==> config.mk <==
export PLATFORM = sky130hd
export DESIGN_NAME = exec_top
export DESIGN_NICKNAME = d
export VERILOG_FILES = /design/src/hw/exec_pkg.sv /design/src/hw/exec_if.sv /design/src/hw/exec_top.sv /design/src/hw/int_alu.sv /design/src/hw/issue_retire.sv /design/src/hw/muldiv_unit.sv
export VERILOG_INCLUDE_DIRS = /design/src /design/src/hw
export SDC_FILE = /design/constraint.sdc
export NUM_CORES = 1
export LEC_CHECK = 0
export BUFFER_PORTS_ARGS = -buffer_cell sky130_fd_sc_hd__buf_2
export CAP_MARGIN = 10
export CORE_AREA = 2 2 223 225
export DETAILED_ROUTE_END_ITERATION = 12
export DIE_AREA = 0 0 225 227
export PLACE_DENSITY_LB_ADDON = 0.08
export SLEW_MARGIN = 20
export SYNTH_ARGS = -nofsm -noshare
export SYNTH_HDL_FRONTEND = slang
export SYNTH_HIERARCHICAL = 1
export SYNTH_SLANG_ARGS = --single-unit
==> constraint.sdc <==
create_clock -name clk -period 4.97 [get_ports clk]
set_clock_uncertainty 0.05 [all_clocks]
set_input_delay 0.7455 -clock clk [delete_from_list [all_inputs] [get_ports clk]]
set_output_delay 0.7455 -clock clk [all_outputs]
set_load 0.02 [all_outputs]
==> src/hw/exec_consts.svh <==
// word width, register address width and iteration count, included wherever these sizes are needed
`ifndef EXEC_CONSTS_SVH
`define EXEC_CONSTS_SVH

`define XLEN 32

`define REG_AW 5

// one multiply or divide step per data bit
`define MD_STEPS 32

`endif

==> src/hw/exec_pkg.sv <==
// shared opcode, unit-class and multiply/divide state types for the execute back end and its testbench
package exec_pkg;

    typedef enum logic [4:0] {
        op_add   = 5'd0,
        op_sub   = 5'd1,
        op_and   = 5'd2,
        op_or    = 5'd3,
        op_xor   = 5'd4,
        op_nor   = 5'd5,
        op_slt   = 5'd6,
        op_sltu  = 5'd7,
        op_sll   = 5'd8,
        op_srl   = 5'd9,
        op_sra   = 5'd10,
        op_lui   = 5'd11,
        op_mult  = 5'd12,
        op_multu = 5'd13,
        op_div   = 5'd14,
        op_divu  = 5'd15,
        op_mfhi  = 5'd16,
        op_mflo  = 5'd17,
        op_mthi  = 5'd18,
        op_mtlo  = 5'd19
    } exec_op_e;

    typedef enum logic {
        unit_alu = 1'b0,
        unit_md  = 1'b1
    } unit_e;

    typedef enum logic [1:0] {
        md_idle    = 2'd0,
        md_mul_run = 2'd1,
        md_div_run = 2'd2,
        md_fixup   = 2'd3
    } md_state_e;

    // everything touching hi/lo goes to the multiply/divide unit
    function automatic unit_e unit_of(exec_op_e op);
        case (op)
            op_mult, op_multu, op_div, op_divu,
            op_mfhi, op_mflo, op_mthi, op_mtlo: return unit_md;
            default: return unit_alu;
        endcase
    endfunction

endpackage

==> src/hw/exec_if.sv <==
// valid/ready link carrying one instruction from the issuer to a unit and its result back
`timescale 1ns/1ns
`include "exec_consts.svh"

interface exec_if import exec_pkg::*; ();

    // issue side
    logic              req_valid;
    logic              req_ready;
    exec_op_e          op;
    logic [`XLEN-1:0]  a;
    logic [`XLEN-1:0]  b;
    logic [`REG_AW-1:0] rd;

    // result side
    logic              res_valid;
    logic              res_ready;
    logic [`XLEN-1:0]  res_data;
    logic [`REG_AW-1:0] res_rd;

    modport issuer (
        output req_valid, op, a, b, rd, res_ready,
        input  req_ready, res_valid, res_data, res_rd
    );

    modport unit (
        input  req_valid, op, a, b, rd, res_ready,
        output req_ready, res_valid, res_data, res_rd
    );

endinterface

==> src/hw/exec_top.sv <==
// top of the execute back end, joins the input and writeback ports to the ALU and multiply/divide unit
`timescale 1ns/1ns
`include "exec_consts.svh"

module exec_top import exec_pkg::*; (
    input  logic               clk,
    input  logic               reset,
    input  logic               in_valid,
    output logic               in_ready,
    input  exec_op_e           in_op,
    input  logic [`XLEN-1:0]   in_a,
    input  logic [`XLEN-1:0]   in_b,
    input  logic [`REG_AW-1:0] in_rd,
    output logic               out_valid,
    input  logic               out_ready,
    output logic [`XLEN-1:0]   out_data,
    output logic [`REG_AW-1:0] out_rd
);

    exec_if alu_bus ();
    exec_if md_bus ();

    issue_retire u_issue_retire (
        .clk       (clk),
        .reset     (reset),
        .in_valid  (in_valid),
        .in_ready  (in_ready),
        .in_op     (in_op),
        .in_a      (in_a),
        .in_b      (in_b),
        .in_rd     (in_rd),
        .out_valid (out_valid),
        .out_ready (out_ready),
        .out_data  (out_data),
        .out_rd    (out_rd),
        .alu_bus   (alu_bus.issuer),
        .md_bus    (md_bus.issuer)
    );

    int_alu u_int_alu (
        .clk   (clk),
        .reset (reset),
        .bus   (alu_bus.unit)
    );

    muldiv_unit u_muldiv_unit (
        .clk   (clk),
        .reset (reset),
        .bus   (md_bus.unit)
    );

endmodule

==> src/hw/int_alu.sv <==
// single-cycle integer ALU behind an exec_if unit port, result held in a one-entry register
`timescale 1ns/1ns
`include "exec_consts.svh"

module int_alu import exec_pkg::*; (
    input  logic clk,
    input  logic reset,
    exec_if.unit bus
);

    logic [`XLEN-1:0]         alu_y;
    logic [$clog2(`XLEN)-1:0] shamt;
    logic                     req_fire;

    assign shamt    = bus.b[$clog2(`XLEN)-1:0];
    assign req_fire = bus.req_valid && bus.req_ready;

    // free slot, or the held result leaves this cycle
    assign bus.req_ready = !bus.res_valid || bus.res_ready;

    always_comb begin
        case (bus.op)
            op_add:  alu_y = bus.a + bus.b;
            op_sub:  alu_y = bus.a - bus.b;
            op_and:  alu_y = bus.a & bus.b;
            op_or:   alu_y = bus.a | bus.b;
            op_xor:  alu_y = bus.a ^ bus.b;
            op_nor:  alu_y = ~(bus.a | bus.b);
            op_slt:  alu_y = {{(`XLEN-1){1'b0}}, ($signed(bus.a) < $signed(bus.b))};
            op_sltu: alu_y = {{(`XLEN-1){1'b0}}, (bus.a < bus.b)};
            op_sll:  alu_y = bus.a << shamt;
            op_srl:  alu_y = bus.a >> shamt;
            op_sra:  alu_y = $signed(bus.a) >>> shamt;
            op_lui:  alu_y = {bus.b[`XLEN/2-1:0], {(`XLEN/2){1'b0}}};
            default: alu_y = '0;
        endcase
    end

    always_ff @(posedge clk) begin
        if (reset) begin
            bus.res_valid <= 1'b0;
        end else if (req_fire) begin
            bus.res_valid <= 1'b1;
        end else if (bus.res_ready) begin
            bus.res_valid <= 1'b0;
        end
    end

    always_ff @(posedge clk) begin
        if (req_fire) begin
            bus.res_data <= alu_y;
            bus.res_rd   <= bus.rd;
        end
    end

endmodule

==> src/hw/issue_retire.sv <==
// steers each input instruction to the ALU or multiply/divide bus and merges their results into out_*
`timescale 1ns/1ns
`include "exec_consts.svh"

module issue_retire import exec_pkg::*; (
    input  logic               clk,
    input  logic               reset,
    input  logic               in_valid,
    output logic               in_ready,
    input  exec_op_e           in_op,
    input  logic [`XLEN-1:0]   in_a,
    input  logic [`XLEN-1:0]   in_b,
    input  logic [`REG_AW-1:0] in_rd,
    output logic               out_valid,
    input  logic               out_ready,
    output logic [`XLEN-1:0]   out_data,
    output logic [`REG_AW-1:0] out_rd,
    exec_if.issuer             alu_bus,
    exec_if.issuer             md_bus
);

    unit_e in_unit;
    logic  alu_clear;
    logic  md_clear;
    logic  drain;
    logic  alu_take;
    logic  md_take;

    assign in_unit = unit_of(in_op);

    // a result still parked in the other unit is older, so hold issue until it retires
    assign alu_clear = !alu_bus.res_valid || alu_bus.res_ready;
    assign md_clear  = !md_bus.res_valid || md_bus.res_ready;

    assign alu_bus.req_valid = in_valid && (in_unit == unit_alu) && md_clear;
    assign md_bus.req_valid  = in_valid && (in_unit == unit_md) && alu_clear;
    assign in_ready = (in_unit == unit_alu) ? (alu_bus.req_ready && md_clear)
                                            : (md_bus.req_ready && alu_clear);

    assign alu_bus.op = in_op;
    assign alu_bus.a  = in_a;
    assign alu_bus.b  = in_b;
    assign alu_bus.rd = in_rd;
    assign md_bus.op  = in_op;
    assign md_bus.a   = in_a;
    assign md_bus.b   = in_b;
    assign md_bus.rd  = in_rd;

    // output register free or emptied this cycle
    assign drain             = !out_valid || out_ready;
    assign alu_bus.res_ready = drain;
    assign md_bus.res_ready  = drain;
    assign alu_take          = alu_bus.res_valid && drain;
    assign md_take           = md_bus.res_valid && drain;

    always_ff @(posedge clk) begin
        if (reset) begin
            out_valid <= 1'b0;
        end else if (drain) begin
            out_valid <= alu_take || md_take;
        end
    end

    always_ff @(posedge clk) begin
        if (alu_take) begin
            out_data <= alu_bus.res_data;
            out_rd   <= alu_bus.res_rd;
        end else if (md_take) begin
            out_data <= md_bus.res_data;
            out_rd   <= md_bus.res_rd;
        end
    end

endmodule

==> src/hw/muldiv_unit.sv <==
// iterative multiply/divide unit holding hi and lo, serves mult/div and the hi/lo moves over exec_if
`timescale 1ns/1ns
`include "exec_consts.svh"

module muldiv_unit import exec_pkg::*; (
    input  logic clk,
    input  logic reset,
    exec_if.unit bus
);

    md_state_e                  state;
    logic [$clog2(`MD_STEPS)-1:0] step_cnt;
    logic [`XLEN-1:0]           hi;
    logic [`XLEN-1:0]           lo;
    // multiplicand or divisor magnitude
    logic [`XLEN-1:0]           opnd_b;
    logic                       div_mode;
    logic                       neg_q;
    logic                       neg_r;

    logic                       req_fire;
    logic                       signed_op;
    logic [`XLEN-1:0]           a_mag;
    logic [`XLEN-1:0]           b_mag;
    logic [`XLEN:0]             mul_sum;
    logic [`XLEN:0]             div_trial;
    logic                       last_step;

    assign bus.req_ready = (state == md_idle) && (!bus.res_valid || bus.res_ready);
    assign req_fire      = bus.req_valid && bus.req_ready;

    assign signed_op = (bus.op == op_mult) || (bus.op == op_div);
    assign a_mag     = (signed_op && bus.a[`XLEN-1]) ? -bus.a : bus.a;
    assign b_mag     = (signed_op && bus.b[`XLEN-1]) ? -bus.b : bus.b;

    // shift-add step with hi accumulating and lo shifting out the multiplier
    assign mul_sum   = {1'b0, hi} + (lo[0] ? {1'b0, opnd_b} : {(`XLEN+1){1'b0}});
    // restoring step keeps the old partial remainder on a borrow in the top bit
    assign div_trial = {hi, lo[`XLEN-1]} - {1'b0, opnd_b};
    assign last_step = (step_cnt == ($clog2(`MD_STEPS))'(`MD_STEPS - 1));

    always_ff @(posedge clk) begin
        if (reset) begin
            state         <= md_idle;
            step_cnt      <= '0;
            bus.res_valid <= 1'b0;
        end else begin
            if (bus.res_ready) begin
                bus.res_valid <= 1'b0;
            end
            case (state)
                md_idle: begin
                    if (req_fire) begin
                        case (bus.op)
                            op_mult, op_multu: state <= md_mul_run;
                            op_div, op_divu:   state <= md_div_run;
                            op_mfhi, op_mflo:  bus.res_valid <= 1'b1;
                            default: ;
                        endcase
                    end
                end
                md_mul_run, md_div_run: begin
                    step_cnt <= step_cnt + 1'b1;
                    if (last_step) begin
                        step_cnt <= '0;
                        state    <= md_fixup;
                    end
                end
                default: state <= md_idle;
            endcase
        end
    end

    always_ff @(posedge clk) begin
        case (state)
            md_idle: begin
                if (req_fire) begin
                    case (bus.op)
                        op_mult, op_multu: begin
                            hi       <= '0;
                            lo       <= b_mag;
                            opnd_b   <= a_mag;
                            div_mode <= 1'b0;
                            neg_q    <= signed_op && (bus.a[`XLEN-1] ^ bus.b[`XLEN-1]);
                        end
                        op_div, op_divu: begin
                            hi       <= '0;
                            lo       <= a_mag;
                            opnd_b   <= b_mag;
                            div_mode <= 1'b1;
                            // zero divisor keeps the all-ones quotient
                            neg_q    <= signed_op && (bus.a[`XLEN-1] ^ bus.b[`XLEN-1])
                                        && (bus.b != '0);
                            neg_r    <= signed_op && bus.a[`XLEN-1];
                        end
                        op_mfhi: begin
                            bus.res_data <= hi;
                            bus.res_rd   <= bus.rd;
                        end
                        op_mflo: begin
                            bus.res_data <= lo;
                            bus.res_rd   <= bus.rd;
                        end
                        op_mthi: hi <= bus.a;
                        op_mtlo: lo <= bus.a;
                        default: ;
                    endcase
                end
            end
            md_mul_run: begin
                {hi, lo} <= {mul_sum, lo[`XLEN-1:1]};
            end
            md_div_run: begin
                if (!div_trial[`XLEN]) begin
                    hi <= div_trial[`XLEN-1:0];
                    lo <= {lo[`XLEN-2:0], 1'b1};
                end else begin
                    hi <= {hi[`XLEN-2:0], lo[`XLEN-1]};
                    lo <= {lo[`XLEN-2:0], 1'b0};
                end
            end
            default: begin
                // quotient truncated toward zero and remainder signed like the dividend
                if (div_mode) begin
                    if (neg_q) lo <= -lo;
                    if (neg_r) hi <= -hi;
                end else if (neg_q) begin
                    {hi, lo} <= -{hi, lo};
                end
            end
        endcase
    end

endmodule

==> impl_metrics.csv <==
group,metric,value,unit
cells_and_area,layout_commonest_cell,"nor2_1",
die,dieArea,0.0511,mm²
route,wirelength,113,mm
synth,ys_types,106,
global_route,antenna_found_initial,5,
die,initial_core_util,0.554,
place,dp_cells,3665,
clock_network,htreeDepth,1,
synth,synth_edf_count,210,
clock_network,clk_pin_slew_worst_paths,0.06,ns
route,viasPerCell,7.21,
synth,yosysWarnings,6,
power_and_ir_drop,powerDensity,313,mW/mm²
global_route,grt_pass1_wl,163,mm
min_path,hold_depth,1,
clock_network,postCtsSetupBuffers,0,
global_route,grt_pass1_vias,25200,
clock_network,clock-sinks,220,
critical_path,slowest_stage,"edfxtp_1",
critical_path,max_stage_delay,0.53,ns
synth,avgSynthCellArea,8.42,µm²
timing,hold_viol,0,
timing,setup_viol,0,
critical_path,reg2reg_depth,13,
global_route,grt_remaining_overflow,0,
clock_network,insertion_delay,0.59,ns
cells_and_area,nets,3325,
global_route,grt_usage,0.431,
route,drt_pass1_iterations,6,
status,status,"complete, no violations",
clock_network,cts-root-buf,"clkbuf_16",
critical_path,endpoint_kind,"flop",
clock_network,cts_buffers,26,
synth,synth_ff_type,"edfxtp_1",
cells_and_area,final_cell_area,0.0279,mm²
critical_path,reg2reg_to,"u_muldiv_unit/hi[5]",
clock_network,ctsHoldBuffers,0,
clock_network,cts_tree,"yes",
critical_path,path_class,"reg2reg",
critical_path,arrival,4.71,ns
critical_path,worst-endpoint-required,5.21,ns
critical_path,cpMostUsedCell,"a21oi_1",
timing,max_freq,0.224,GHz
route,wl_per_cell,30.4,µm
cells_and_area,stdcell_count,3714,
place,dpl.hpwl,85.2,mm
timing,period_minus_slack,4.47,ns
route,routed-via-count,26800,
critical_path,r2r_setup_slack,0.50,ns
synth,synthArstFlopShare,0,
min_path,hold_class,"in2reg",
die,die-height,227,µm
synth,syn_inst,3193,
flow_run,max_cap_viol_count,0,
synth,synth_area,0.0269,mm²
die,core,0.0485,mm²
critical_path,worstSetupStartpoint,"u_muldiv_unit/lo[31]",
critical_path,crit_path_cell_trace,"inv_1, ha_1, fa_1, nand2b_1, a21oi_1, o2111ai_1, a21oi_1, o21ai_1, xnor2_2, buf_4, mux2_2, a222oi_1, o21ai_0",
route,drtIter0Drc,4183,
timing,setup_tns,0,ns
global_route,grt_max_degree,110,
synth,ys_ff_latch,220,
place,gp_congestion,1.13,
die,pin_count,117,
place,postPlaceCellArea,0.0270,mm²
critical_path,crit_end,"u_muldiv_unit/hi[5]",
critical_path,r2r_start,"u_muldiv_unit/lo[31]",
clock_network,cts_resized,0,
route,antenna_left,0,
synth,yosysSeqAreaShare,0.242,
die,fp-row-count,81,
power_and_ir_drop,p_leak,11.0,nW
critical_path,crit_path_start_kind,"flop",
timing,maxSlewHeadroom,0.219,
cells_and_area,area_growth,3.66,%
clock_network,cts_buffer_depth,3,
route,drc,0,
die,die_width,225,µm
timing,maxSlewViolCount,0,
cells_and_area,final_cell_mix,"307 x nor2_1, 253 x a21oi_1, 231 x nand2_1",
timing,rsz0062_at_grt,"no",
timing,tightest_slew,1.14,ns
synth,syn_nets,3446,
power_and_ir_drop,vdd_drop_max,280,µV
timing,timing.final.crit_share,0.899,
cells_and_area,drive_above_1_share,0.144,
critical_path,crit_path_max_fanout,33,
place,io_buffers,116,
cells_and_area,diodes,0,
cells_and_area,fillers,4445,
[routing by layer]
layer / vias to the layer above / track usage / part of all wire / routed length (µm)
li1: 11600 / - / - / -
met1: 12700 / 0.532 / 0.37 / 41300
met2: 1998 / 0.663 / 0.43 / 48200
met3: 472 / 0.0918 / 0.11 / 13000
met4: 8 / 0.331 / 0.092 / 10400
met5: - / 0 / 0.00045 / 51
[cells by family after synthesis]
kind of cell | share of synthesized area
mux | 0.108
buf+inv | 0.101
xor+xnor | 0.0577
flops | 0.242
compound gates | 0.244
simple gates | 0.164
fa+ha+maj | 0.0826
[worst min-delay path by stage]
stage                              startpoint  slack, ns                          end
detailed placement  u_muldiv_unit/step_cnt[2]       0.45    u_muldiv_unit/step_cnt[2]
global route                         in_rd[2]       0.31      u_int_alu/bus.res_rd[2]
floorplan           u_muldiv_unit/step_cnt[2]       0.39    u_muldiv_unit/step_cnt[2]
global placement    u_muldiv_unit/step_cnt[2]       0.41    u_muldiv_unit/step_cnt[2]
finish                               in_rd[0]       0.31  u_muldiv_unit/bus.res_rd[0]
CTS                                  in_rd[0]       0.30  u_muldiv_unit/bus.res_rd[0]
[cells in the mapped netlist (43+ instances only)]
cell / instances / area [µm²]
xnor2_1: 91 / 797
xor2_1: 86 / 753
a21oi_1: 255 / 1280
o21ai_0: 207 / 1040
nor3_1: 63 / 315
mux2_2: 51 / 574
clkbuf_1: 154 / 578
nand2_1: 232 / 871
buf_4: 156 / 1170
a221oi_1: 68 / 596
inv_1: 159 / 597
mux4_2: 50 / 1130
edfxtp_1: 210 / 6310
mux2i_1: 59 / 591
nor2_1: 307 / 1150
ha_1: 171 / 2140
nand3_1: 84 / 420
a22oi_1: 43 / 323
[flip-flops by register name (all words and copies together) (netlist names), 31 cells and up, named ones only]
register,count
u_int_alu/bus.res_data,32
u_issue_retire/out_data,32
u_muldiv_unit/bus.res_data,32
u_muldiv_unit/opnd_b,32
u_muldiv_unit/hi,31
u_muldiv_unit/lo,31
[through the flow]
stage          total power, W  setup slack (ns)  utilization  hold WS [ns]
2_1_floorplan         0.00540             0.625            -         0.394
6_report              0.00872             0.500        0.574         0.314
5_1_grt               0.00906             0.303        0.574         0.313
3_5_place_dp          0.00656             0.647        0.556         0.447
3_3_place_gp          0.00652             0.731        0.556         0.405
4_1_cts               0.00856             0.604        0.574         0.299
[cell type report]
class / count / area [µm²] / area share
inverter: 162 / 608 / 0.0218
timing repair buffer: 212 / 1370 / 0.0490
tap: 622 / 778 / 0.0279
clock inverter: 18 / 206 / 0.00741
clock buffer: 30 / 666 / 0.0239
multi-input combinational: 2450 / 17700 / 0.636
sequential: 220 / 6510 / 0.233
[worst max-delay path, delay by kind of cell (launching register included)]
| kind | cells | cell delay, ns |
|---|---|---|
| AOI/OAI and AO/OA | 6 | 1.64 |
| adders and majority gates | 2 | 0.64 |
| buffers and inverters | 2 | 0.55 |
| DFF | 1 | 0.53 |
| muxes | 1 | 0.39 |
| and+or+nand+nor | 1 | 0.20 |
| xor gates and xnor gates | 1 | 0.18 |
[power breakdown]
part	leakage [nW]	switching, W	internal (W)
sequential	2.03	0.000360	0.00238
combinational	8.53	0.00253	0.00145
clock	0.418	0.000863	0.00113
total	11.0	0.00375	0.00496
No activity file was read; power rests on OpenSTA's default activity.
